$ cat src/hw/issue_pkg.sv
// Issue subsystem package: shared data widths, tag width and ALU opcode encoding
`default_nettype none

package issue_pkg;

    // ------------------------------------------------------------------
    // Widths
    // ------------------------------------------------------------------
    localparam int unsigned XLEN        = 32;   // Integer data width
    localparam int unsigned ILEN        = 32;   // Instruction width
    localparam int unsigned REG_IDX_LEN = 5;    // x0..x31
    localparam int unsigned TAG_LEN     = 4;    // Up to 16 instructions in flight

    // ------------------------------------------------------------------
    // ALU operations carried from the decoder to the stations
    // ------------------------------------------------------------------
    typedef enum logic [2:0] {
        ALU_ADD,        // ADD and ADDI
        ALU_SUB,
        ALU_AND,
        ALU_OR,
        ALU_XOR,
        ALU_ILLEGAL     // Unsupported encoding, reported on the CDB
    } alu_op_t;

endpackage

`default_nettype wire

$ cat src/hw/issue_logic.sv
// Issue logic: decodes, gathers operands with CDB bypass, allocates tags and dispatches to a free station
`default_nettype none

module issue_logic import issue_pkg::*; #(
    parameter int unsigned EU_N = 3
) (
    input  logic                   clk_i,
    input  logic                   rst_n_i,

    // Issue queue
    input  logic                   iq_valid_i,
    output logic                   iq_ready_o,
    input  logic [ILEN-1:0]        iq_instr_i,

    // Register status file
    output logic [REG_IDX_LEN-1:0] rs1_idx_o,
    output logic [REG_IDX_LEN-1:0] rs2_idx_o,
    input  logic [XLEN-1:0]        rs1_value_i,
    input  logic [XLEN-1:0]        rs2_value_i,
    input  logic                   rs1_busy_i,
    input  logic                   rs2_busy_i,
    input  logic [TAG_LEN-1:0]     rs1_tag_i,
    input  logic [TAG_LEN-1:0]     rs2_tag_i,
    output logic                   alloc_valid_o,
    output logic [REG_IDX_LEN-1:0] alloc_rd_o,
    output logic [TAG_LEN-1:0]     alloc_tag_o,

    // Reservation stations
    input  logic [EU_N-1:0]        rs_free_i,
    output logic [EU_N-1:0]        rs_valid_o,     // One-hot dispatch strobe
    output alu_op_t                ex_op_o,
    output logic                   ex_rs1_ready_o,
    output logic [TAG_LEN-1:0]     ex_rs1_tag_o,
    output logic [XLEN-1:0]        ex_rs1_value_o,
    output logic                   ex_rs2_ready_o,
    output logic [TAG_LEN-1:0]     ex_rs2_tag_o,
    output logic [XLEN-1:0]        ex_rs2_value_o,
    output logic [TAG_LEN-1:0]     ex_tag_o,

    // CDB snoop
    input  logic                   cdb_valid_i,
    input  logic                   cdb_ready_i,
    input  logic [TAG_LEN-1:0]     cdb_tag_i,
    input  logic [XLEN-1:0]        cdb_value_i
);

    localparam logic [6:0] OPC_OP     = 7'b0110011;   // Register-register ALU
    localparam logic [6:0] OPC_OP_IMM = 7'b0010011;   // Register-immediate ALU
    localparam logic [TAG_LEN:0] MAX_INFLIGHT = {1'b1, {TAG_LEN{1'b0}}};

    logic [TAG_LEN-1:0] tag_cnt_q;          // Next tag to hand out
    logic [TAG_LEN:0]   inflight_q;         // Dispatched but not yet on the CDB
    logic               cdb_fire, dispatch, is_imm, is_illegal;
    logic               rs1_hit, rs2_hit, found;
    logic [EU_N-1:0]    free_sel;
    logic [XLEN-1:0]    imm;

    assign cdb_fire = cdb_valid_i & cdb_ready_i;

    // ------------------------------------------------------------------
    // Decode
    // ------------------------------------------------------------------
    always_comb begin
        ex_op_o = ALU_ILLEGAL;
        is_imm  = 1'b0;
        case (iq_instr_i[6:0])
            OPC_OP: begin
                if (iq_instr_i[31:25] == 7'b0000000) begin
                    case (iq_instr_i[14:12])
                        3'b000:  ex_op_o = ALU_ADD;
                        3'b100:  ex_op_o = ALU_XOR;
                        3'b110:  ex_op_o = ALU_OR;
                        3'b111:  ex_op_o = ALU_AND;
                        default: ex_op_o = ALU_ILLEGAL;
                    endcase
                end else if (iq_instr_i[31:25] == 7'b0100000 && iq_instr_i[14:12] == 3'b000) begin
                    ex_op_o = ALU_SUB;
                end
            end
            OPC_OP_IMM: begin
                if (iq_instr_i[14:12] == 3'b000) begin  // ADDI only
                    ex_op_o = ALU_ADD;
                    is_imm  = 1'b1;
                end
            end
            default: ex_op_o = ALU_ILLEGAL;
        endcase
    end

    assign is_illegal = (ex_op_o == ALU_ILLEGAL);
    assign imm        = {{(XLEN-12){iq_instr_i[31]}}, iq_instr_i[31:20]};  // Sign-extended I-imm
    assign rs1_idx_o  = iq_instr_i[19:15];
    assign rs2_idx_o  = iq_instr_i[24:20];

    // ------------------------------------------------------------------
    // Operands, a same-cycle broadcast of the producer is bypassed
    // ------------------------------------------------------------------
    assign rs1_hit = cdb_fire & rs1_busy_i & (rs1_tag_i == cdb_tag_i);
    assign rs2_hit = cdb_fire & rs2_busy_i & (rs2_tag_i == cdb_tag_i);

    assign ex_rs1_ready_o = is_illegal | ~rs1_busy_i | rs1_hit;   // Illegal needs no operands
    assign ex_rs1_tag_o   = rs1_tag_i;
    assign ex_rs1_value_o = rs1_hit ? cdb_value_i : rs1_value_i;

    assign ex_rs2_ready_o = is_illegal | is_imm | ~rs2_busy_i | rs2_hit;
    assign ex_rs2_tag_o   = rs2_tag_i;
    assign ex_rs2_value_o = is_imm ? imm : (rs2_hit ? cdb_value_i : rs2_value_i);

    // ------------------------------------------------------------------
    // Station selection and dispatch
    // ------------------------------------------------------------------
    always_comb begin
        free_sel = '0;
        found    = 1'b0;
        for (int i = 0; i < EU_N; i++) begin
            if (rs_free_i[i] && !found) begin   // Lowest index wins
                free_sel[i] = 1'b1;
                found       = 1'b1;
            end
        end
    end

    assign iq_ready_o    = found && (inflight_q != MAX_INFLIGHT);
    assign dispatch      = iq_valid_i & iq_ready_o;
    assign rs_valid_o    = dispatch ? free_sel : '0;
    assign ex_tag_o      = tag_cnt_q;
    assign alloc_valid_o = dispatch & ~is_illegal;  // Illegal ops leave rd untouched
    assign alloc_rd_o    = iq_instr_i[11:7];
    assign alloc_tag_o   = tag_cnt_q;

    // Tag counter and in-flight count
    always_ff @(posedge clk_i or negedge rst_n_i) begin
        if (!rst_n_i) begin
            tag_cnt_q  <= '0;
            inflight_q <= '0;
        end else begin
            if (dispatch) tag_cnt_q <= tag_cnt_q + 1'b1;    // Wraps at 16
            if (dispatch && !cdb_fire)      inflight_q <= inflight_q + 1'b1;
            else if (cdb_fire && !dispatch) inflight_q <= inflight_q - 1'b1;
        end
    end

endmodule

`default_nettype wire

$ cat config.mk
export PLATFORM = sky130hd
export DESIGN_NAME = issue_logic
export DESIGN_NICKNAME = d
export VERILOG_FILES = /design/src/hw/issue_pkg.sv /design/src/hw/issue_logic.sv
export SDC_FILE = /design/constraint.sdc
export NUM_CORES = 1
export LEC_CHECK = 0
export BUFFER_PORTS_ARGS = -buffer_cell sky130_fd_sc_hd__buf_2
export CORE_AREA = 2 2 98 100
export CTS_BUF_LIST = sky130_fd_sc_hd__clkbuf_4
export DETAILED_ROUTE_END_ITERATION = 8
export DIE_AREA = 0 0 100 102
export SLEW_MARGIN = 20
export SYNTH_ARGS = -nofsm -noshare
export SYNTH_HDL_FRONTEND = slang
export SYNTH_SLANG_ARGS = --single-unit
$ cat constraint.sdc
create_clock -name clk_i -period 3.3 [get_ports clk_i]
set_clock_uncertainty 0.1 [all_clocks]
set_input_delay 0.66 -clock clk_i [delete_from_list [all_inputs] [get_ports clk_i]]
set_output_delay 0.66 -clock clk_i [all_outputs]
set_load 0.005 [all_outputs]
# Yosys cells after proc, flatten, opt, wreduce, memory -nomap -nowiden
# Index checks and enable logic that the tools add are counted.
[totals]
regBits = 9
in_bits = 150
out_inout_bits = 105
wordCells = 61
[op_classes]
n_addsub = 3
n_eq_ne = 10
n_mux = 18
bitwise = 15
n_reduce_logical = 13
[ops]
columns = ["operator", "count"]
rows = [
  ["2-to-1 mux 32 bit", 3],
  ["equality test 7 x 6 -> 1 bit, second input constant", 2],
  ["equality test 3 bit, second input constant", 4],
  ["2-to-1 mux 3 bit", 4],
  ["case mux 3 bit (4 select lines)", 1],
  ["2-to-1 mux 5 bit", 2],
  ["equality test 4 bit", 2],
  ["bitwise AND 1 bit", 7],
  ["equality test 7 x 5 -> 1 bit, second input constant", 1],
  ["zero test 7 bit", 1],
  ["2-to-1 mux 1 bit", 7],
  ["logical AND 1 bit", 6],
  ["case mux 3 bit (2 select lines)", 1],
  ["adder 5 x 1 -> 5 bit, second input constant", 1],
  ["inequality test 5 bit, second input constant", 1],
  ["bitwise OR 1 bit", 5],
  ["subtractor 5 x 1 -> 5 bit, second input constant", 1],
  ["adder 4 x 1 -> 4 bit, second input constant", 1],
  ["zero test 1 bit", 4],
  ["zero test 3 bit", 1],
  ["NOT 1 bit", 3],
  ["nonzero test 2 bit", 1],
]

# Logic depth before layout (Yosys ltp)
[depth]
depth_word = 13
depth_mapped = 11

# Worst setup path after synthesis
# OpenSTA, ideal clock, no wires.
[synth_timing]
kind = "input-to-reg"
from = "in rs_free_i[1]"
to = "reg inflight_q[4]"
setup_ns = 0.080
arrival_ns = 2.494
required_time_ns = 3.120
slack_ns = 0.626
cell_stages = 11
n_path_buf = 0
path_cell_list = "nor3_1 -> a21oi_1 -> nand2_1 -> clkinv_1 -> ha_1 -> inv_1 -> ha_1 -> a21o_1 -> a21oi_1 -> mux2i_1 -> xnor2_1"
[synth_between]
elab_chain_cells = 10
[synth_lines]
columns = ["item", "line", "source"]
rows = [
  ["start: declaration", "issue_logic.sv:29", "input logic [EU_N-1:0] rs_free_i,"],
  ["logical AND 1 bit *", "issue_logic.sv:116", "if (rs_free_i[i] && !found) begin"],
  ["2-to-1 mux 1 bit *", "issue_logic.sv:116", ""],
  ["zero test 1 bit", "issue_logic.sv:116", ""],
  ["logical AND 1 bit", "issue_logic.sv:116", ""],
  ["2-to-1 mux 1 bit *", "issue_logic.sv:116", ""],
  ["logical AND 1 bit *", "issue_logic.sv:123", "assign iq_ready_o = found && (inflight_q != MAX_INFLIGHT);"],
  ["via iq_ready_o", "issue_logic.sv:12", "output logic iq_ready_o,"],
  ["bitwise AND 1 bit *", "issue_logic.sv:124", "assign dispatch = iq_valid_i & iq_ready_o;"],
  ["via dispatch", "issue_logic.sv:53", "logic cdb_fire, dispatch, is_imm, is_illegal;"],
  ["zero test 1 bit", "issue_logic.sv:139", "else if (cdb_fire && !dispatch) inflight_q <= inflight_q - 1'b1;"],
  ["logical AND 1 bit", "issue_logic.sv:139", ""],
  ["nonzero test 2 bit (no source line)", "n/a", ""],
  ["end signal: assignment", "issue_logic.sv:138", "if (dispatch && !cdb_fire) inflight_q <= inflight_q + 1'b1;"],
  ["end signal: assignment", "issue_logic.sv:139", ""],
  ["end: declaration", "issue_logic.sv:52", "logic [TAG_LEN:0] inflight_q;"],
]
# The timed path passes the listed nets; every way through them passes the cells marked *.
# A chain may end at the register's enable or synchronous reset.

# Worst setup path after layout
[layout_timing]
from = "in iq_instr_i[5]"
to = "out ex_rs2_value_o[15]"
[layout_between]
elab_chain_cells = 3
[layout_lines]
columns = ["item", "line", "source"]
rows = [
  ["start: declaration", "issue_logic.sv:13", "input logic [ILEN-1:0] iq_instr_i,"],
  ["equality test 7 x 5 -> 1 bit", "issue_logic.sv:66", "case (iq_instr_i[6:0])"],
  ["2-to-1 mux 1 bit", "issue_logic.sv:66", ""],
  ["2-to-1 mux 32 bit", "issue_logic.sv:107", "assign ex_rs2_value_o = is_imm ? imm : (rs2_hit ? cdb_value_i : rs2_value_i);"],
  ["end: declaration", "issue_logic.sv:37", "output logic [XLEN-1:0] ex_rs2_value_o,"],
]
# Every way passes these cells.

==> impl_metrics.yaml <==
run_status:
  status: "complete, no violations"
worst_setup_path:
  path_max_fanout: 10
  arrival_ps: 2260
  critPathRequiredTime_ps: 2540
  worst-r2r-cell-count: 11
  reg2reg_from: "inflight_q[0]$_DFFE_PN0P_"
  reg2reg_slack_ps: 560
  cp-endpoint: "ex_rs2_value_o[15]"
  cp-end-kind: "output pin"
  critPathLaunch: "iq_instr_i[5]"
  r2r_end: "inflight_q[4]$_DFFE_PN0P_"
  worstSetupStartpointType: "primary input"
  path_class: "primary input to output pin"
route:
  drt_iter0_drc: 91
  wl_um: 8710
  firstDrtPassIters: 4
  ant_nets: 0
  vias: 2953
  post_drt_wl_per_cell_um: 14.1
  vias_per_cell: 4.79
  drc: 0
place:
  gp_congestion: 0.798
  dp_hpwl_um: 7180
  numPortBuffers: 234
  place_ws_ps: 56.3
  dpl-instance-area_um2: 3310
sta:
  setup_viol: 0
  final-hold-violation-count: 0
  fin_ws_ps: 284
  relSlewSlack_pct: 71.2
  fmax_mhz: 332
  period_minus_slack_ps: 3020
  fin_setup_tns_ps: 0
  fin_crit_sh_pct: 91.4
  rsz0062_at_grt: "no"
  worst_pin_slew_ps: 429
  maxSlewViolCount: 0
floorplanning:
  die_h_um: 102
  die_area_um2: 10200
  ioPinCount: 255
  fp.dieW_um: 100
  start_util_pct: 24.6
  core-area_um2: 9110
  rows: 35
power:
  p_int_uw: 526
  p_comb_share_pct: 62.4
  pwr-share-clk_pct: 10.7
  vdd_ir_drop_max_uv: 102
  seq_power_share_pct: 26.8
  swShare_pct: 39.9
  p_sw_uw: 348
  powerDensity_nw_per_um2: 261
  p_leak_uw: 0.00176
job:
  drv_cap: 0
layout:
  nets: 662
  fillers: 1008
  drive_above_1_share_pct: 56.8
  fin_area_um2: 3350
  seq_area_um2: 225
  area_delta_synth_final_pct: 49.5
  antenna_cells: 0
  multiInputGateArea_um2: 1560
  utilization_pct: 36.8
grt:
  grt_usage_pct: 15.1
  gr-total-overflow: 0
  grt_pass1_vias: 2660
  grt_start_max_net_pins: 66
  grt_pass1_wl_um: 12500
  antenna_found_initial: 0
yosys:
  syn_inst: 310
  ys_seq_elements: 9
  netlist_area_um2: 2240
  yosysSeqAreaShare_pct: 10.0
  synth.avg_cell_area_um2: 7.24
  synth_fp_nets: 466
  yosysWarnings: 0
  ys_types: 39
clock_tree:
  cts_inserted_buffers: 3
  postCtsSetupBuffers: 0
  clk_path_buf_depth: 2
  cts_root_buffer: "clkbuf_4"
  clk_latency_ps: 260
  postCtsHoldBufs: 0
  tritoncts: "built"
  path_clk_slew_ps: 60
  cts.sinks: 9
  htreeDepth: 1
  post_cts_resize_count: 0
hold_path:
  hold_class: "primary input to asynchronous set/reset pin"
==> flip-flops by register name, indices dropped and copies added (netlist names) <==
signal	flops
inflight_q	5
alloc_tag_o	4
==> routing by layer <==
| layer | vias to the layer above | part of all wire, % | track usage, % |
|---|---|---|---|
| met3 | 16 | 6.7 | 1.23 |
| met4 | 0 | 1.4 | 4.32 |
| met5 | - | 0 | 0 |
| li1 | 1464 | - | - |
| met1 | 1317 | 42 | 19.0 |
| met2 | 156 | 50 | 27.8 |
==> how the worst min path moves through the flow <==
stage                                             to  slack (ps)                 startpoint
after global routing       inflight_q[4]$_DFFE_PN0P_         150                    rst_n_i
after global placement     inflight_q[4]$_DFFE_PN0P_         370  inflight_q[4]$_DFFE_PN0P_
after CTS                  inflight_q[4]$_DFFE_PN0P_         150                    rst_n_i
final                      inflight_q[4]$_DFFE_PN0P_         140                    rst_n_i
after floorplan           alloc_tag_o[0]$_DFFE_PN0P_         260                    rst_n_i
after detailed placement   inflight_q[4]$_DFFE_PN0P_         370  inflight_q[4]$_DFFE_PN0P_
==> power by group through the flow <==
stage / clock (µW) / sequential (µW) / combinational [µW]
after floorplan: 0 / 227 / 347
after global placement: 0 / 235 / 537
after detailed placement: 0 / 239 / 548
after CTS: 97.4 / 237 / 551
after global routing: 102 / 245 / 617
final: 93.8 / 235 / 546
==> critical path, stage by stage <==
cell     delay (ps)
buf_2           140
nor4_2          310
or4b_4          630
nor2_4          310
a31oi_1          70
buf_2           140
==> logic make-up after synthesis <==
group                    Yosys count  share of synthesized area, %
AO/OA/AOI/OAI                     77                          20.0
XOR/XNOR                          15                          5.86
adder cells (fa/ha/maj)            6                          3.68
buffers and inverters             87                          21.6
flip-flops                         9                          10.0
multiplexers                      35                          17.5
AND/OR/NAND/NOR                   81                          21.3
==> through the flow <==
step                      hold WS, ps  instances  power, µW
after detailed placement          371        611        787
final                             145        616        874
after CTS                         147        615        886
after floorplan                   264        310        574
after global routing              153        616        964
after global placement            365        611        772
==> cells in the final DEF, fill, tap and decap left out, types with 5 or more instances in the layout <==
cell type / count
or3_1: 34
xnor2_1: 9
nor2_1: 16
inv_1: 34
buf_4: 5
nand2_1: 7
mux2_2: 34
a31oi_1: 31
xor2_1: 6
dfrtp_1: 9
o21ai_0: 33
ha_1: 5
buf_2: 234
==> final cells by class <==
type | instances | area share [%]
Sequential cell | 9 | 6.72
Timing Repair Buffer | 242 | 37.8
Multi-Input combinational cell | 215 | 46.5
Inverter | 35 | 3.92
Clock buffer | 4 | 0.896
Tap cell | 111 | 4.14
==> cells in the mapped netlist <==
cell type	instances	area share (%)
o22ai_1	2	0.56
clkbuf_1	15	2.5
xor2_1	6	2.3
a21o_1	2	0.67
or4b_1	1	0.45
nor4bb_1	1	0.45
nor2_8	1	0.89
buf_6	7	3.5
o21ai_0	33	7.4
inv_1	34	5.7
nor2_1	16	2.7
dfrtp_1	9	10
ha_1	5	2.8
mux2i_1	1	0.45
nor3_1	4	0.89
clkinv_1	1	0.17
nand2_1	7	1.2
a221o_1	1	0.45
nor3b_1	1	0.33
nand3_1	4	0.89
a21oi_1	3	0.67
and3b_1	1	0.39
fa_1	1	0.89
nand4b_1	2	0.78
xnor2_1	9	3.5
or3_1	34	9.5
mux2_2	34	17
o211a_1	1	0.45
buf_2	3	0.67
nor4_1	2	0.56
and2_1	1	0.28
a31oi_1	31	8.6
and3_1	1	0.28
a31oi_2	1	0.56
nand4_1	3	0.84
nor4b_1	1	0.39
buf_4	27	9.0
o21ai_1	3	0.67
nor4_2	1	0.56
No activity file was read; power rests on OpenSTA's default activity.
