File: src/hw/issue_pkg.sv
// Issue subsystem package: shared data widths, tag width and ALU opcode encoding
`default_nettype none

package issue_pkg;

    // ------------------------------------------------------------------
    // Widths
    // ------------------------------------------------------------------
    localparam int unsigned XLEN        = 32;   // Integer data width
    localparam int unsigned ILEN        = 32;   // Instruction width
    localparam int unsigned REG_IDX_LEN = 5;    // x0..x31
    localparam int unsigned TAG_LEN     = 4;    // Up to 16 instructions in flight

    // ------------------------------------------------------------------
    // ALU operations carried from the decoder to the stations
    // ------------------------------------------------------------------
    typedef enum logic [2:0] {
        ALU_ADD,        // ADD and ADDI
        ALU_SUB,
        ALU_AND,
        ALU_OR,
        ALU_XOR,
        ALU_ILLEGAL     // Unsupported encoding, reported on the CDB
    } alu_op_t;

endpackage

`default_nettype wire

File: src/hw/reservation_station.sv
// Reservation station: one entry that waits on the CDB for operands, runs its ALU and holds the result
`default_nettype none

module reservation_station import issue_pkg::*; (
    input  logic               clk_i,
    input  logic               rst_n_i,

    // Dispatch from the issue logic
    input  logic               rs_valid_i,
    output logic               rs_free_o,
    input  alu_op_t            ex_op_i,
    input  logic               ex_rs1_ready_i,
    input  logic [TAG_LEN-1:0] ex_rs1_tag_i,
    input  logic [XLEN-1:0]    ex_rs1_value_i,
    input  logic               ex_rs2_ready_i,
    input  logic [TAG_LEN-1:0] ex_rs2_tag_i,
    input  logic [XLEN-1:0]    ex_rs2_value_i,
    input  logic [TAG_LEN-1:0] ex_tag_i,

    // CDB snoop
    input  logic               cdb_valid_i,
    input  logic               cdb_ready_i,
    input  logic [TAG_LEN-1:0] cdb_tag_i,
    input  logic [XLEN-1:0]    cdb_value_i,

    // Result towards the arbiter
    output logic               res_valid_o,
    output logic [TAG_LEN-1:0] res_tag_o,
    output logic [XLEN-1:0]    res_value_o,
    output logic               res_except_o,
    input  logic               grant_i
);

    typedef enum logic [1:0] {EMPTY, WAIT_OPS, DONE} state_t;

    state_t             state_q;
    alu_op_t            op_q, op_n;
    logic               a_rdy_q, b_rdy_q, a_rdy_n, b_rdy_n;
    logic [TAG_LEN-1:0] a_tag_q, b_tag_q, a_tag_n, b_tag_n;
    logic [XLEN-1:0]    a_q, b_q, a_n, b_n;
    logic [XLEN-1:0]    alu_res;
    logic               cdb_fire;

    assign cdb_fire = cdb_valid_i & cdb_ready_i;

    // Operand view for this cycle: fresh dispatch fields or the held entry plus snoop
    always_comb begin
        if (state_q == EMPTY) begin
            op_n    = ex_op_i;
            a_rdy_n = ex_rs1_ready_i;
            a_tag_n = ex_rs1_tag_i;
            a_n     = ex_rs1_value_i;
            b_rdy_n = ex_rs2_ready_i;
            b_tag_n = ex_rs2_tag_i;
            b_n     = ex_rs2_value_i;
        end else begin
            op_n    = op_q;
            a_tag_n = a_tag_q;
            b_tag_n = b_tag_q;
            a_rdy_n = a_rdy_q | (cdb_fire & (a_tag_q == cdb_tag_i));
            b_rdy_n = b_rdy_q | (cdb_fire & (b_tag_q == cdb_tag_i));
            a_n     = a_rdy_q ? a_q : cdb_value_i;      // Only used once ready
            b_n     = b_rdy_q ? b_q : cdb_value_i;
        end
    end

    // ALU
    always_comb begin
        case (op_n)
            ALU_ADD: alu_res = a_n + b_n;
            ALU_SUB: alu_res = a_n - b_n;
            ALU_AND: alu_res = a_n & b_n;
            ALU_OR:  alu_res = a_n | b_n;
            ALU_XOR: alu_res = a_n ^ b_n;
            default: alu_res = '0;                      // Illegal gives zero
        endcase
    end

    // ------------------------------------------------------------------
    // Entry FSM
    // ------------------------------------------------------------------
    always_ff @(posedge clk_i or negedge rst_n_i) begin
        if (!rst_n_i) begin
            state_q <= EMPTY;
        end else begin
            case (state_q)
                EMPTY:    if (rs_valid_i) state_q <= (a_rdy_n && b_rdy_n) ? DONE : WAIT_OPS;
                WAIT_OPS: if (a_rdy_n && b_rdy_n) state_q <= DONE;
                DONE:     if (grant_i) state_q <= EMPTY;  // Leaves on the CDB this cycle
                default:  state_q <= EMPTY;
            endcase
        end
    end

    // Payload, captured on dispatch and while waiting
    always_ff @(posedge clk_i) begin
        if ((state_q == EMPTY && rs_valid_i) || state_q == WAIT_OPS) begin
            op_q         <= op_n;
            a_rdy_q      <= a_rdy_n;
            a_tag_q      <= a_tag_n;
            a_q          <= a_n;
            b_rdy_q      <= b_rdy_n;
            b_tag_q      <= b_tag_n;
            b_q          <= b_n;
            res_value_o  <= alu_res;
            res_except_o <= (op_n == ALU_ILLEGAL);
        end
        if (state_q == EMPTY && rs_valid_i) res_tag_o <= ex_tag_i;
    end

    assign rs_free_o   = (state_q == EMPTY);
    assign res_valid_o = (state_q == DONE);

endmodule

`default_nettype wire

File: config.mk
export PLATFORM = sky130hd
export DESIGN_NAME = reservation_station
export DESIGN_NICKNAME = d
export VERILOG_FILES = /design/src/hw/issue_pkg.sv /design/src/hw/reservation_station.sv
export SDC_FILE = /design/constraint.sdc
export NUM_CORES = 1
export LEC_CHECK = 0
export ABC_AREA = 0
export BUFFER_PORTS_ARGS = -buffer_cell sky130_fd_sc_hd__buf_2
export CAP_MARGIN = 20
export CORE_MARGIN = 2
export CORE_UTILIZATION = 60
export CTS_CLUSTER_SIZE = 30
export DETAILED_ROUTE_END_ITERATION = 16
export GPL_ROUTABILITY_DRIVEN = 1
export PLACE_DENSITY_LB_ADDON = 0.05
export SYNTH_ARGS = -nofsm -noshare
export SYNTH_HDL_FRONTEND = slang
export SYNTH_SLANG_ARGS = --single-unit
File: constraint.sdc
create_clock -name clk_i -period 15.3 [get_ports clk_i]
set_input_delay 1.53 -clock clk_i [delete_from_list [all_inputs] [get_ports clk_i]]
set_output_delay 1.53 -clock clk_i [all_outputs]
set_load 0.01 [all_outputs]
# Word-level counts from Yosys, hierarchy flattened
# Index checks and enable logic that the tools add are counted.
[totals]
ff_bits = 116
out_inout_bits = 39
word_cells = 53
[op_classes]
add_sub_neg = 2
n_eq_ne = 12
n_mux = 13
n_bitwise = 8
n_reduce_logical = 7
[ops]
columns = ["cell", "n"]
rows = [
  ["one-hot mux 32 bit (5 select lines)", 1],
  ["2-to-1 mux 32 bit", 4],
  ["adder 32 bit", 1],
  ["bitwise AND 32 bit", 1],
  ["bitwise OR 32 bit", 1],
  ["subtractor 32 bit", 1],
  ["XOR 32 bit", 1],
  ["== test 4 bit", 2],
  ["2-to-1 mux 2 bit", 4],
  ["== test 3 x 2 -> 1 bit, second input constant", 2],
  ["== test 3 bit, second input constant", 2],
  ["one-hot mux 2 bit (3 select lines)", 1],
  ["!= test 2 bit, second input constant", 2],
  ["bitwise AND 1 bit", 3],
  ["== test 3 x 1 -> 1 bit, second input constant", 1],
  ["logical NOT 3 bit", 1],
  ["2-to-1 mux 3 bit", 1],
  ["AND reduction 3 bit", 1],
  ["== test 2 x 1 -> 1 bit, second input constant", 1],
  ["== test 2 bit, second input constant", 1],
  ["logical AND 1 bit", 2],
  ["logical NOT 2 bit", 1],
  ["2-to-1 mux 1 bit", 2],
  ["!= test 2 x 1 -> 1 bit, second input constant", 1],
  ["other kinds (3)", 4],
]

# Logic depth before layout (Yosys ltp)
# Gate-level depths: netlist (run 1).
[depth]
ltp_word = 8
mapped_depth = 22

# Worst setup path before layout (run 1)
# OpenSTA, ideal clock, no wires.
[synth_timing]
path_kind = "input port to flip-flop"
startpoint = "input port rs_valid_i"
endpoint = "register a_q[0] (enable)"
setup_time_ps = 566
arrival_time_ps = 5866
required_ps = 14734
slack_ps = 8869
path_stages = 2
n_path_buf = 0
path_cell_list = "nor2_1 -> nor2_1"
[synth_via]
elab_chain_len = 2
[synth_lines]
columns = ["item", "line", "rtl"]
rows = [
  ["from (decl)", "reservation_station.sv:9", "input logic rs_valid_i,"],
  ["logical AND 1 bit", "reservation_station.sv:97", "if ((state_q == EMPTY && rs_valid_i) || state_q == WAIT_OPS) begin"],
  ["logical OR 1 bit", "reservation_station.sv:97", ""],
  ["to (signal assigned)", "reservation_station.sv:101", "a_q <= a_n;"],
  ["to (decl)", "reservation_station.sv:40", "logic [XLEN-1:0] a_q, b_q, a_n, b_n;"],
]
# No other way between the ends.
# A chain may end at the register's enable or synchronous reset.

# Worst setup path in the final report (run 1)
[layout_timing]
startpoint = "register state_q[1]"
endpoint = "register res_value_o[29], data pin"
[layout_via]
elab_chain_len = 4
elab_cells_between_ends = 15
cone_classes = "2 x add/sub; 4 x eq/ne; 4 x mux; 3 x bitwise; 2 x reduce/logical"
[layout_lines]
columns = ["item", "line", "rtl"]
rows = [
  ["from (decl)", "reservation_station.sv:36", "state_t state_q;"],
  ["from (signal assigned)", "reservation_station.sv:87", "EMPTY: if (rs_valid_i) state_q <= (a_rdy_n && b_rdy_n) ? DONE : WAIT_OPS;"],
  ["logical NOT 2 bit *", "reservation_station.sv:48", "if (state_q == EMPTY) begin"],
  ["2-to-1 mux 3 bit *", "reservation_station.sv:48", ""],
  ["net op_n[2]", "reservation_station.sv:37", "alu_op_t op_q, op_n;"],
  ["== test 3 bit, or another cell as far along", "reservation_station.sv:69", "case (op_n)"],
  ["one-hot mux 32 bit (5 select lines) *", "reservation_station.sv:69", ""],
  ["net alu_res[29]", "reservation_station.sv:41", "logic [XLEN-1:0] alu_res;"],
  ["to (signal assigned)", "reservation_station.sv:105", "res_value_o <= alu_res;"],
  ["to (decl)", "reservation_station.sv:29", "output logic [XLEN-1:0] res_value_o,"],
]
# The timed path passes the listed nets; every way through them passes the cells marked *.

==> run summary, run 1 <==
The post-route fraction of the period consumed by the critical path was 43.0%; the number of buffers between clock root and the deepest sink was 2. Headroom to the max-slew limit came out at 35.9%. The flow ran to the end, and the final reports show no timing, DRC or antenna violations. CTS saw 116 sinks.

Dividing the detail-routed wire length by the instance count gives 19.2 um. The H-tree was split into 4 levels. The kind of path behind the tightest hold check is register to register. The signal arrival time at the worst endpoint was 6760 ps. The worst setup path is launched from a register. The initial core utilization was 61.7%. Die outline width: 129 um. Setup repair after global routing left no endpoint under its margin.

The final core utilization is 72.2%, and the fmax is 152 MHz. The number of pins exceeding their max-slew limit in the final report is 0, and the number of cells traversed by the worst register-to-register path is 18. The final hold violation count is 0, and the worst hold-check slack is 606 ps. The first global-routing pass estimated 40,300 um of wire. Number of instances in the synthesized netlist: 935. The repair_antennas step left the layout with diodes totalling 0. The slew at the pin closest to its max-slew limit is 961 ps, and the initial antenna violation count is 0.

For this run, asynchronously set or reset flops after synthesis account for 1.72%. The tools report the TritonCTS buffer count as 17. The run gives 430 ps as the worst-skew pair later-pin latency. In this run the remaining antenna-violating nets after routing total 0. The sort of element at the end of the critical path was a register.

Adding up every negative setup slack in the final design gives 0 ps. For the setup clock skew after layout, the log shows 8.23 ps. TritonCTS built the clock tree. The number of gates resized after CTS was 0.

The tools report the sequential share of the synthesized area as 36.9%. After floorplanning, the core was divided into 45 placement rows. Excluding fillers, the count of instances in the completed layout stands at 1,305.

The total overflow left after global routing is 0. Of the cells placed in the final design, the portion with a size suffix greater than 1 is 23.5%. The final layout contains routed wiring with a total length of 25,100 um. The final setup violation count came out at 0.

After detailed routing, the number of remaining DRC violations is 0. The run gives 1,272 as the count of placed standard cells including taps. For this block, the initial DRC count from the detailed router was 695. Relative to the synthesized area, the layout overhead comes to 17.0%.

The tools report the number of distinct library cells after synthesis as 75. The number of cells on the worst hold path is 1, and the minimum clock period after layout is 6580 ps. In this run the vertical extent of the chip is 129 um. The total via count after detailed routing came out at 7,784. Counting flops and latches in the post-synthesis netlist gives 116.

The die covers 16,700 um2. Detailed placement ended at an HPWL of 17,700 um. Pin placement for this block handled 162 I/O pins.

After clock tree synthesis, the clock-pin slew on the worst setup and hold paths is 60 ps. Total routing usage reported by global routing: 31.1%. CTS placed an instance of sky130_fd_sc_hd__clkbuf_16 at the clock tree root. The core outline area is 15,300 um2, and the per-instance average area after synthesis is 10.1 um2.

Synthesis produced a netlist with a net count of 1,155. The per-cell via count in the routed design came out at 5.96. At the end of the flow, the number of nets in the layout was 1,301. The number of buffer cells added on primary ports works out to 161.

Entering global routing, the biggest net connects 60 pins. The critical-path maximum fanout is 43, and the worst path required time is 15,480 ps. Among all flip-flop cells after synthesis, the most frequent one is sky130_fd_sc_hd__edfxtp_1.

Post-CTS timing repair inserted 0 buffers for setup. For flop-to-flop paths, the worst setup slack is 8720 ps. The first detailed-routing pass took 5 iterations. The number of hold buffers added after CTS was 0. Warning count from the yosys run: 0. The final weighted congestion in routability-driven placement came out at 0.929. The number of maximum-capacitance violations was 0. The number of global-route vias before repair came out at 7,790.

The worst setup path is of the register to register kind. The synthesized cell area is 9420 um2, and the number of synthesized flops with an enable pin is 114.
## sequential cells by signal (all words and copies together) (netlist names)
name / count
b_rdy_q: 1
op_q: 3
b_q: 32
state_q: 2
res_value_o: 32
res_except_o: 1
b_tag_q: 4
res_tag_o: 4
a_tag_q: 4
a_q: 32
a_rdy_q: 1
## final cells by class
| cell class | count | area (um2) |
|---|---|---|
| Multi-Input combinational cell | 692 | 5440 |
| Fill cell | 1221 | 4240 |
| Sequential cell | 116 | 3470 |
| Timing Repair Buffer | 171 | 901 |
| Clock buffer | 17 | 425 |
| Inverter | 83 | 313 |
| Tap cell | 211 | 264 |
| Clock inverter | 15 | 205 |
## worst paths after layout
path                                  from         endpoint
worst max-delay path            state_q[1]  res_value_o[29]
worst min-delay path            state_q[1]       state_q[0]
worst max register to register  state_q[1]  res_value_o[29]
worst min register to register  state_q[1]       state_q[0]
max in group asynchronous          rst_n_i       state_q[0]
min in group asynchronous          rst_n_i       state_q[1]
## Yosys cell counts, types with 30 or more instances
| master | n | share of area, % |
|---|---|---|
| sky130_fd_sc_hd__ha_1 | 96 | 13 |
| sky130_fd_sc_hd__o21ai_0 | 40 | 2.1 |
| sky130_fd_sc_hd__a22oi_1 | 30 | 2.4 |
| sky130_fd_sc_hd__o21a_1 | 38 | 3.0 |
| sky130_fd_sc_hd__nand2_1 | 86 | 3.4 |
| sky130_fd_sc_hd__mux2i_1 | 54 | 5.7 |
| sky130_fd_sc_hd__edfxtp_1 | 114 | 36 |
| sky130_fd_sc_hd__nor2_1 | 47 | 1.9 |
| sky130_fd_sc_hd__xnor2_1 | 44 | 4.1 |
| sky130_fd_sc_hd__inv_1 | 77 | 3.1 |
| sky130_fd_sc_hd__a21oi_1 | 50 | 2.7 |
| sky130_fd_sc_hd__clkbuf_1 | 30 | 1.2 |
## cells in the final DEF, fill, tap and decap left out, types with 17 or more instances in the layout
| cell type | netlist | layout |
|---|---|---|
| sky130_fd_sc_hd__a22oi_1 | 30 | 30 |
| sky130_fd_sc_hd__ha_1 | 96 | 96 |
| sky130_fd_sc_hd__o21a_1 | 38 | 38 |
| sky130_fd_sc_hd__inv_1 | 77 | 77 |
| sky130_fd_sc_hd__nor2_1 | 47 | 43 |
| sky130_fd_sc_hd__clkbuf_16 | 0 | 17 |
| sky130_fd_sc_hd__nand2_1 | 86 | 86 |
| sky130_fd_sc_hd__mux2i_1 | 54 | 54 |
| sky130_fd_sc_hd__o21ai_0 | 40 | 40 |
| sky130_fd_sc_hd__edfxtp_1 | 114 | 114 |
| sky130_fd_sc_hd__xnor2_1 | 44 | 44 |
| sky130_fd_sc_hd__buf_2 | 3 | 161 |
| sky130_fd_sc_hd__a21oi_1 | 50 | 50 |
## metal layers
metal  vias to the layer above  wire (um)  track usage, %
li1                       3732          -               -
met1                      3722      11000            42.0
met2                       300      12200            51.7
met3                        30       1500            4.62
met4                         0        396            10.5
met5                         -          0               0
## through the flow
stage / worst slack (ps) / cell area, um2
after floorplan: 8870 / 9420
after global placement: 8710 / 10400
after detailed placement: 8490 / 10400
after CTS: 8800 / 11000
after global routing: 8260 / 11000
final: 8720 / 11000
## worst max-delay path, cell delays in order, from the launching register on
cell and delay [ps]:
sky130_fd_sc_hd__dfrtp_1 460, sky130_fd_sc_hd__or2_2 320, sky130_fd_sc_hd__clkinv_2 430, sky130_fd_sc_hd__mux2i_2 570, sky130_fd_sc_hd__clkinv_1 380, sky130_fd_sc_hd__nor2_2 770
sky130_fd_sc_hd__nand2_1 620, sky130_fd_sc_hd__o21ai_0 500, sky130_fd_sc_hd__inv_1 80, sky130_fd_sc_hd__ha_1 270, sky130_fd_sc_hd__nand2b_1 100, sky130_fd_sc_hd__a21oi_1 130
sky130_fd_sc_hd__o311a_1 360, sky130_fd_sc_hd__o2111ai_1 250, sky130_fd_sc_hd__a21boi_1 130, sky130_fd_sc_hd__o21bai_1 230, sky130_fd_sc_hd__a21oi_1 120, sky130_fd_sc_hd__or3_1 370
sky130_fd_sc_hd__a31o_2 230
## cell families (layout without fill, tap and decap cells)
| group | after synthesis | after routing | share of synthesized area [%] |
|---|---|---|---|
| AO/OA/AOI/OAI | 258 | 258 | 18.8 |
| XOR/XNOR | 56 | 56 | 5.21 |
| adder cells (fa/ha/maj) | 97 | 97 | 13.0 |
| buffers and inverters | 127 | 286 | 5.63 |
| flip-flops | 116 | 116 | 36.9 |
| multiplexers | 84 | 84 | 10.5 |
| AND/OR/NAND/NOR | 197 | 197 | 10.0 |
Power of run 1 is left out: the tool's default activity adds up to more than one toggle a clock period on the data nets, which glitch-free logic cannot reach.
==> run 2: changes to the inputs <==
Settings changed: CORE_UTILIZATION 60 to 58.
Clock period 15.3 ns to 6.8 ns, I/O delays scaled along.
==> run summary, run 2 (same netlist as run 1, synthesis figures left out) <==
The first detailed-routing pass ran for 5 iterations. In this run, the number of DRC markers left after iteration 0 of detailed routing was 661. In the final timing run, aggregate negative setup slack is 0 ps. The logs give 17 for the TritonCTS buffer count and 0 for the number of design rule violations left after detail routing.

The post-route netlist has 23.4% of its cells at a drive strength greater than 1. The number of cells upsized or downsized after cts came out at 0. In this run the worst hold path is classified as input pin to async pin.

The run gives 59.3% as the initial core utilization. Once detailed placement completed, the half-perimeter wirelength came to 17,600 um. The run gives 0 as the final hold violation count.

The number of maximum-capacitance violations is 0, and the pin count of the biggest net entering global routing is 66. For this run, the top clock speed supported by timing is 175 MHz. The tools report the launching element type of the critical path as a register. The post-CTS repair timing setup buffer count is 0. Setup repair after global routing left no endpoint under its margin. At the later pin of the worst-skew pair, clock insertion delay measures 420 ps.

For the flop-to-flop setup slack, the log shows 1080 ps. After floorplanning, the core was divided into 46 placement rows. Number of buffer cells added on primary ports: 161. The floorplan step defined a core boundary enclosing 15,900 um2. The initial antenna violation count is 0, and the number of buffers between clock root and the deepest sink is 2. Global routing consumed, over all layers together, 28.8% of the routing resources. The critical-path maximum fanout is 36.

The clock sink count was 116. The tools report the number of inserted filler cells in the final layout as 1,280. After layout, the worst path uses 84.1% of the clock period.

After clock tree synthesis, the clock-pin slew on the worst setup and hold paths is 60 ps. Final net count: 1,304. The root buffer cell chosen for the clock tree is sky130_fd_sc_hd__clkbuf_16. The overall die area was 17,300 um2; the wire length per cell after detailed routing was 18.8 um. For this block, the routed nets add up to 24,700 um of wire. At the worst endpoint, the arrival time is 5900 ps. The first global-routing pass estimated 39,700 um of wire. The number of cells on the worst reg-to-reg path is 20. The library cells used most frequently in the layout, excluding fill and tap cells, are 161 x sky130_fd_sc_hd__buf_2, 114 x sky130_fd_sc_hd__edfxtp_1, 96 x sky130_fd_sc_hd__ha_1.

Clock skew on the completed layout was measured at 5.91 ps. The critical register-to-register path startpoint is state_q[1]. The number of placed I/O pins is 162. TritonCTS built the clock tree. The final global-route overflow total was 0. The largest registers in the layout are a_q x32, b_q x32, res_value_o x32. The antenna diode count is 0, and the total via count after detailed routing is 7,702. For this design, the CTS-stage hold fixing added 0 buffers. Relative to the synthesized area, the layout overhead comes to 16.7%. The commonest non-fill, non-tap cell in the layout was sky130_fd_sc_hd__buf_2. The congestion estimate from routability-driven global placement came to 0.922. The per-cell via count in the routed design works out to 5.87.

The number of H-tree levels came out at 4. The tools report the number of pins exceeding their max-slew limit in the final report as 0. The logs give 6980 ps for the worst path required time and 29.0% for the remaining max-slew budget at the tightest pin.

The worst setup path is of the register to register kind. The worst register-to-register path ends at res_value_o[29]. STA classifies the critical path endpoint as a register. The minimum clock period after layout came out at 5720 ps.

The count of nets left with antenna violations once routing finished came out at 0. The number of global-route vias before repair came out at 7,502. The final setup violation count came out at 0. The flow ran to the end, and the final reports show no timing, DRC or antenna violations. The vertical extent of the die was 131 um. For the pin with the worst max-slew slack, the measured transition is 1070 ps. From left edge to right edge, the die measures 131 um.
run 2: cell count changes in the layout (fill, tap and decap cells not counted):
cell,change
sky130_fd_sc_hd__clkinvlp_4,+4
sky130_fd_sc_hd__buf_12,+1
sky130_fd_sc_hd__nor2_1,+1
sky130_fd_sc_hd__buf_4,+2
sky130_fd_sc_hd__clkinv_2,+1
sky130_fd_sc_hd__bufinv_16,-2
sky130_fd_sc_hd__nor2_2,-1
sky130_fd_sc_hd__clkinv_4,-4
sky130_fd_sc_hd__clkbuf_1,+1
sky130_fd_sc_hd__inv_6,-1
run 2: how the worst max path moves through the flow:
stage / start / slack, ps / to
final: state_q[1] / 1080 / res_value_o[29]
after global routing: state_q[1] / 690 / res_value_o[29]
after CTS: state_q[1] / 1160 / res_value_o[29]
after detailed placement: state_q[1] / 1200 / res_value_o[29]
after global placement: state_q[1] / 1410 / res_value_o[29]
after floorplan: rs_valid_i / 1220 / a_q[0]
run 2: cell type report:
type / instances / area (um2) / area share (%)
well taps: 216 / 270 / 2.46
repair buffers: 174 / 936 / 8.52
multi-input cells: 692 / 5430 / 49.4
clock inverters: 13 / 136 / 1.24
flip-flops and latches: 116 / 3470 / 31.6
clock buffers: 18 / 429 / 3.90
inverters: 83 / 313 / 2.85
run 2: critical path, cell delays in order (launching register included):
cell	delay (ps)
sky130_fd_sc_hd__dfrtp_1	440
sky130_fd_sc_hd__or2_2	330
sky130_fd_sc_hd__clkinv_2	70
sky130_fd_sc_hd__buf_4	350
sky130_fd_sc_hd__mux2i_1	510
sky130_fd_sc_hd__inv_2	250
sky130_fd_sc_hd__nor2_2	120
sky130_fd_sc_hd__buf_4	260
sky130_fd_sc_hd__nand2_1	390
sky130_fd_sc_hd__o21ai_0	460
sky130_fd_sc_hd__inv_1	90
sky130_fd_sc_hd__ha_1	290
sky130_fd_sc_hd__nand2b_1	100
sky130_fd_sc_hd__a21oi_1	130
sky130_fd_sc_hd__o311a_1	370
sky130_fd_sc_hd__o2111ai_1	250
sky130_fd_sc_hd__a21boi_1	120
sky130_fd_sc_hd__o21bai_1	240
sky130_fd_sc_hd__a21oi_1	120
sky130_fd_sc_hd__or3_1	350
sky130_fd_sc_hd__a31o_2	230
run 2: routing by layer:
| layer | share of wire [%] | wire length [um] | GRT usage (%) | vias up |
|---|---|---|---|---|
| li1 | - | - | - | 3741 |
| met1 | 44 | 10700 | 39.4 | 3607 |
| met2 | 48 | 11800 | 47.1 | 323 |
| met3 | 7.5 | 1840 | 5.56 | 31 |
| met4 | 1.4 | 336 | 7.91 | 0 |
| met5 | 0 | 0 | 0 | - |
run 2: stage by stage:
| stage | std cells | area (um2) | util [%] | hold slack, ps | setup slack (ps) |
|---|---|---|---|---|---|
| after floorplan | 935 | 9420 | - | 384 | 1220 |
| after global placement | 1279 | 10400 | 65.3 | 468 | 1410 |
| after detailed placement | 1279 | 10400 | 65.3 | 470 | 1200 |
| after CTS | 1310 | 10900 | 68.9 | 27.4 | 1160 |
| after global routing | 1312 | 11000 | 69.2 | 24.9 | 693 |
| final | 1312 | 11000 | 69.2 | 36.3 | 1080 |
Power of run 2 is left out for the same reason.
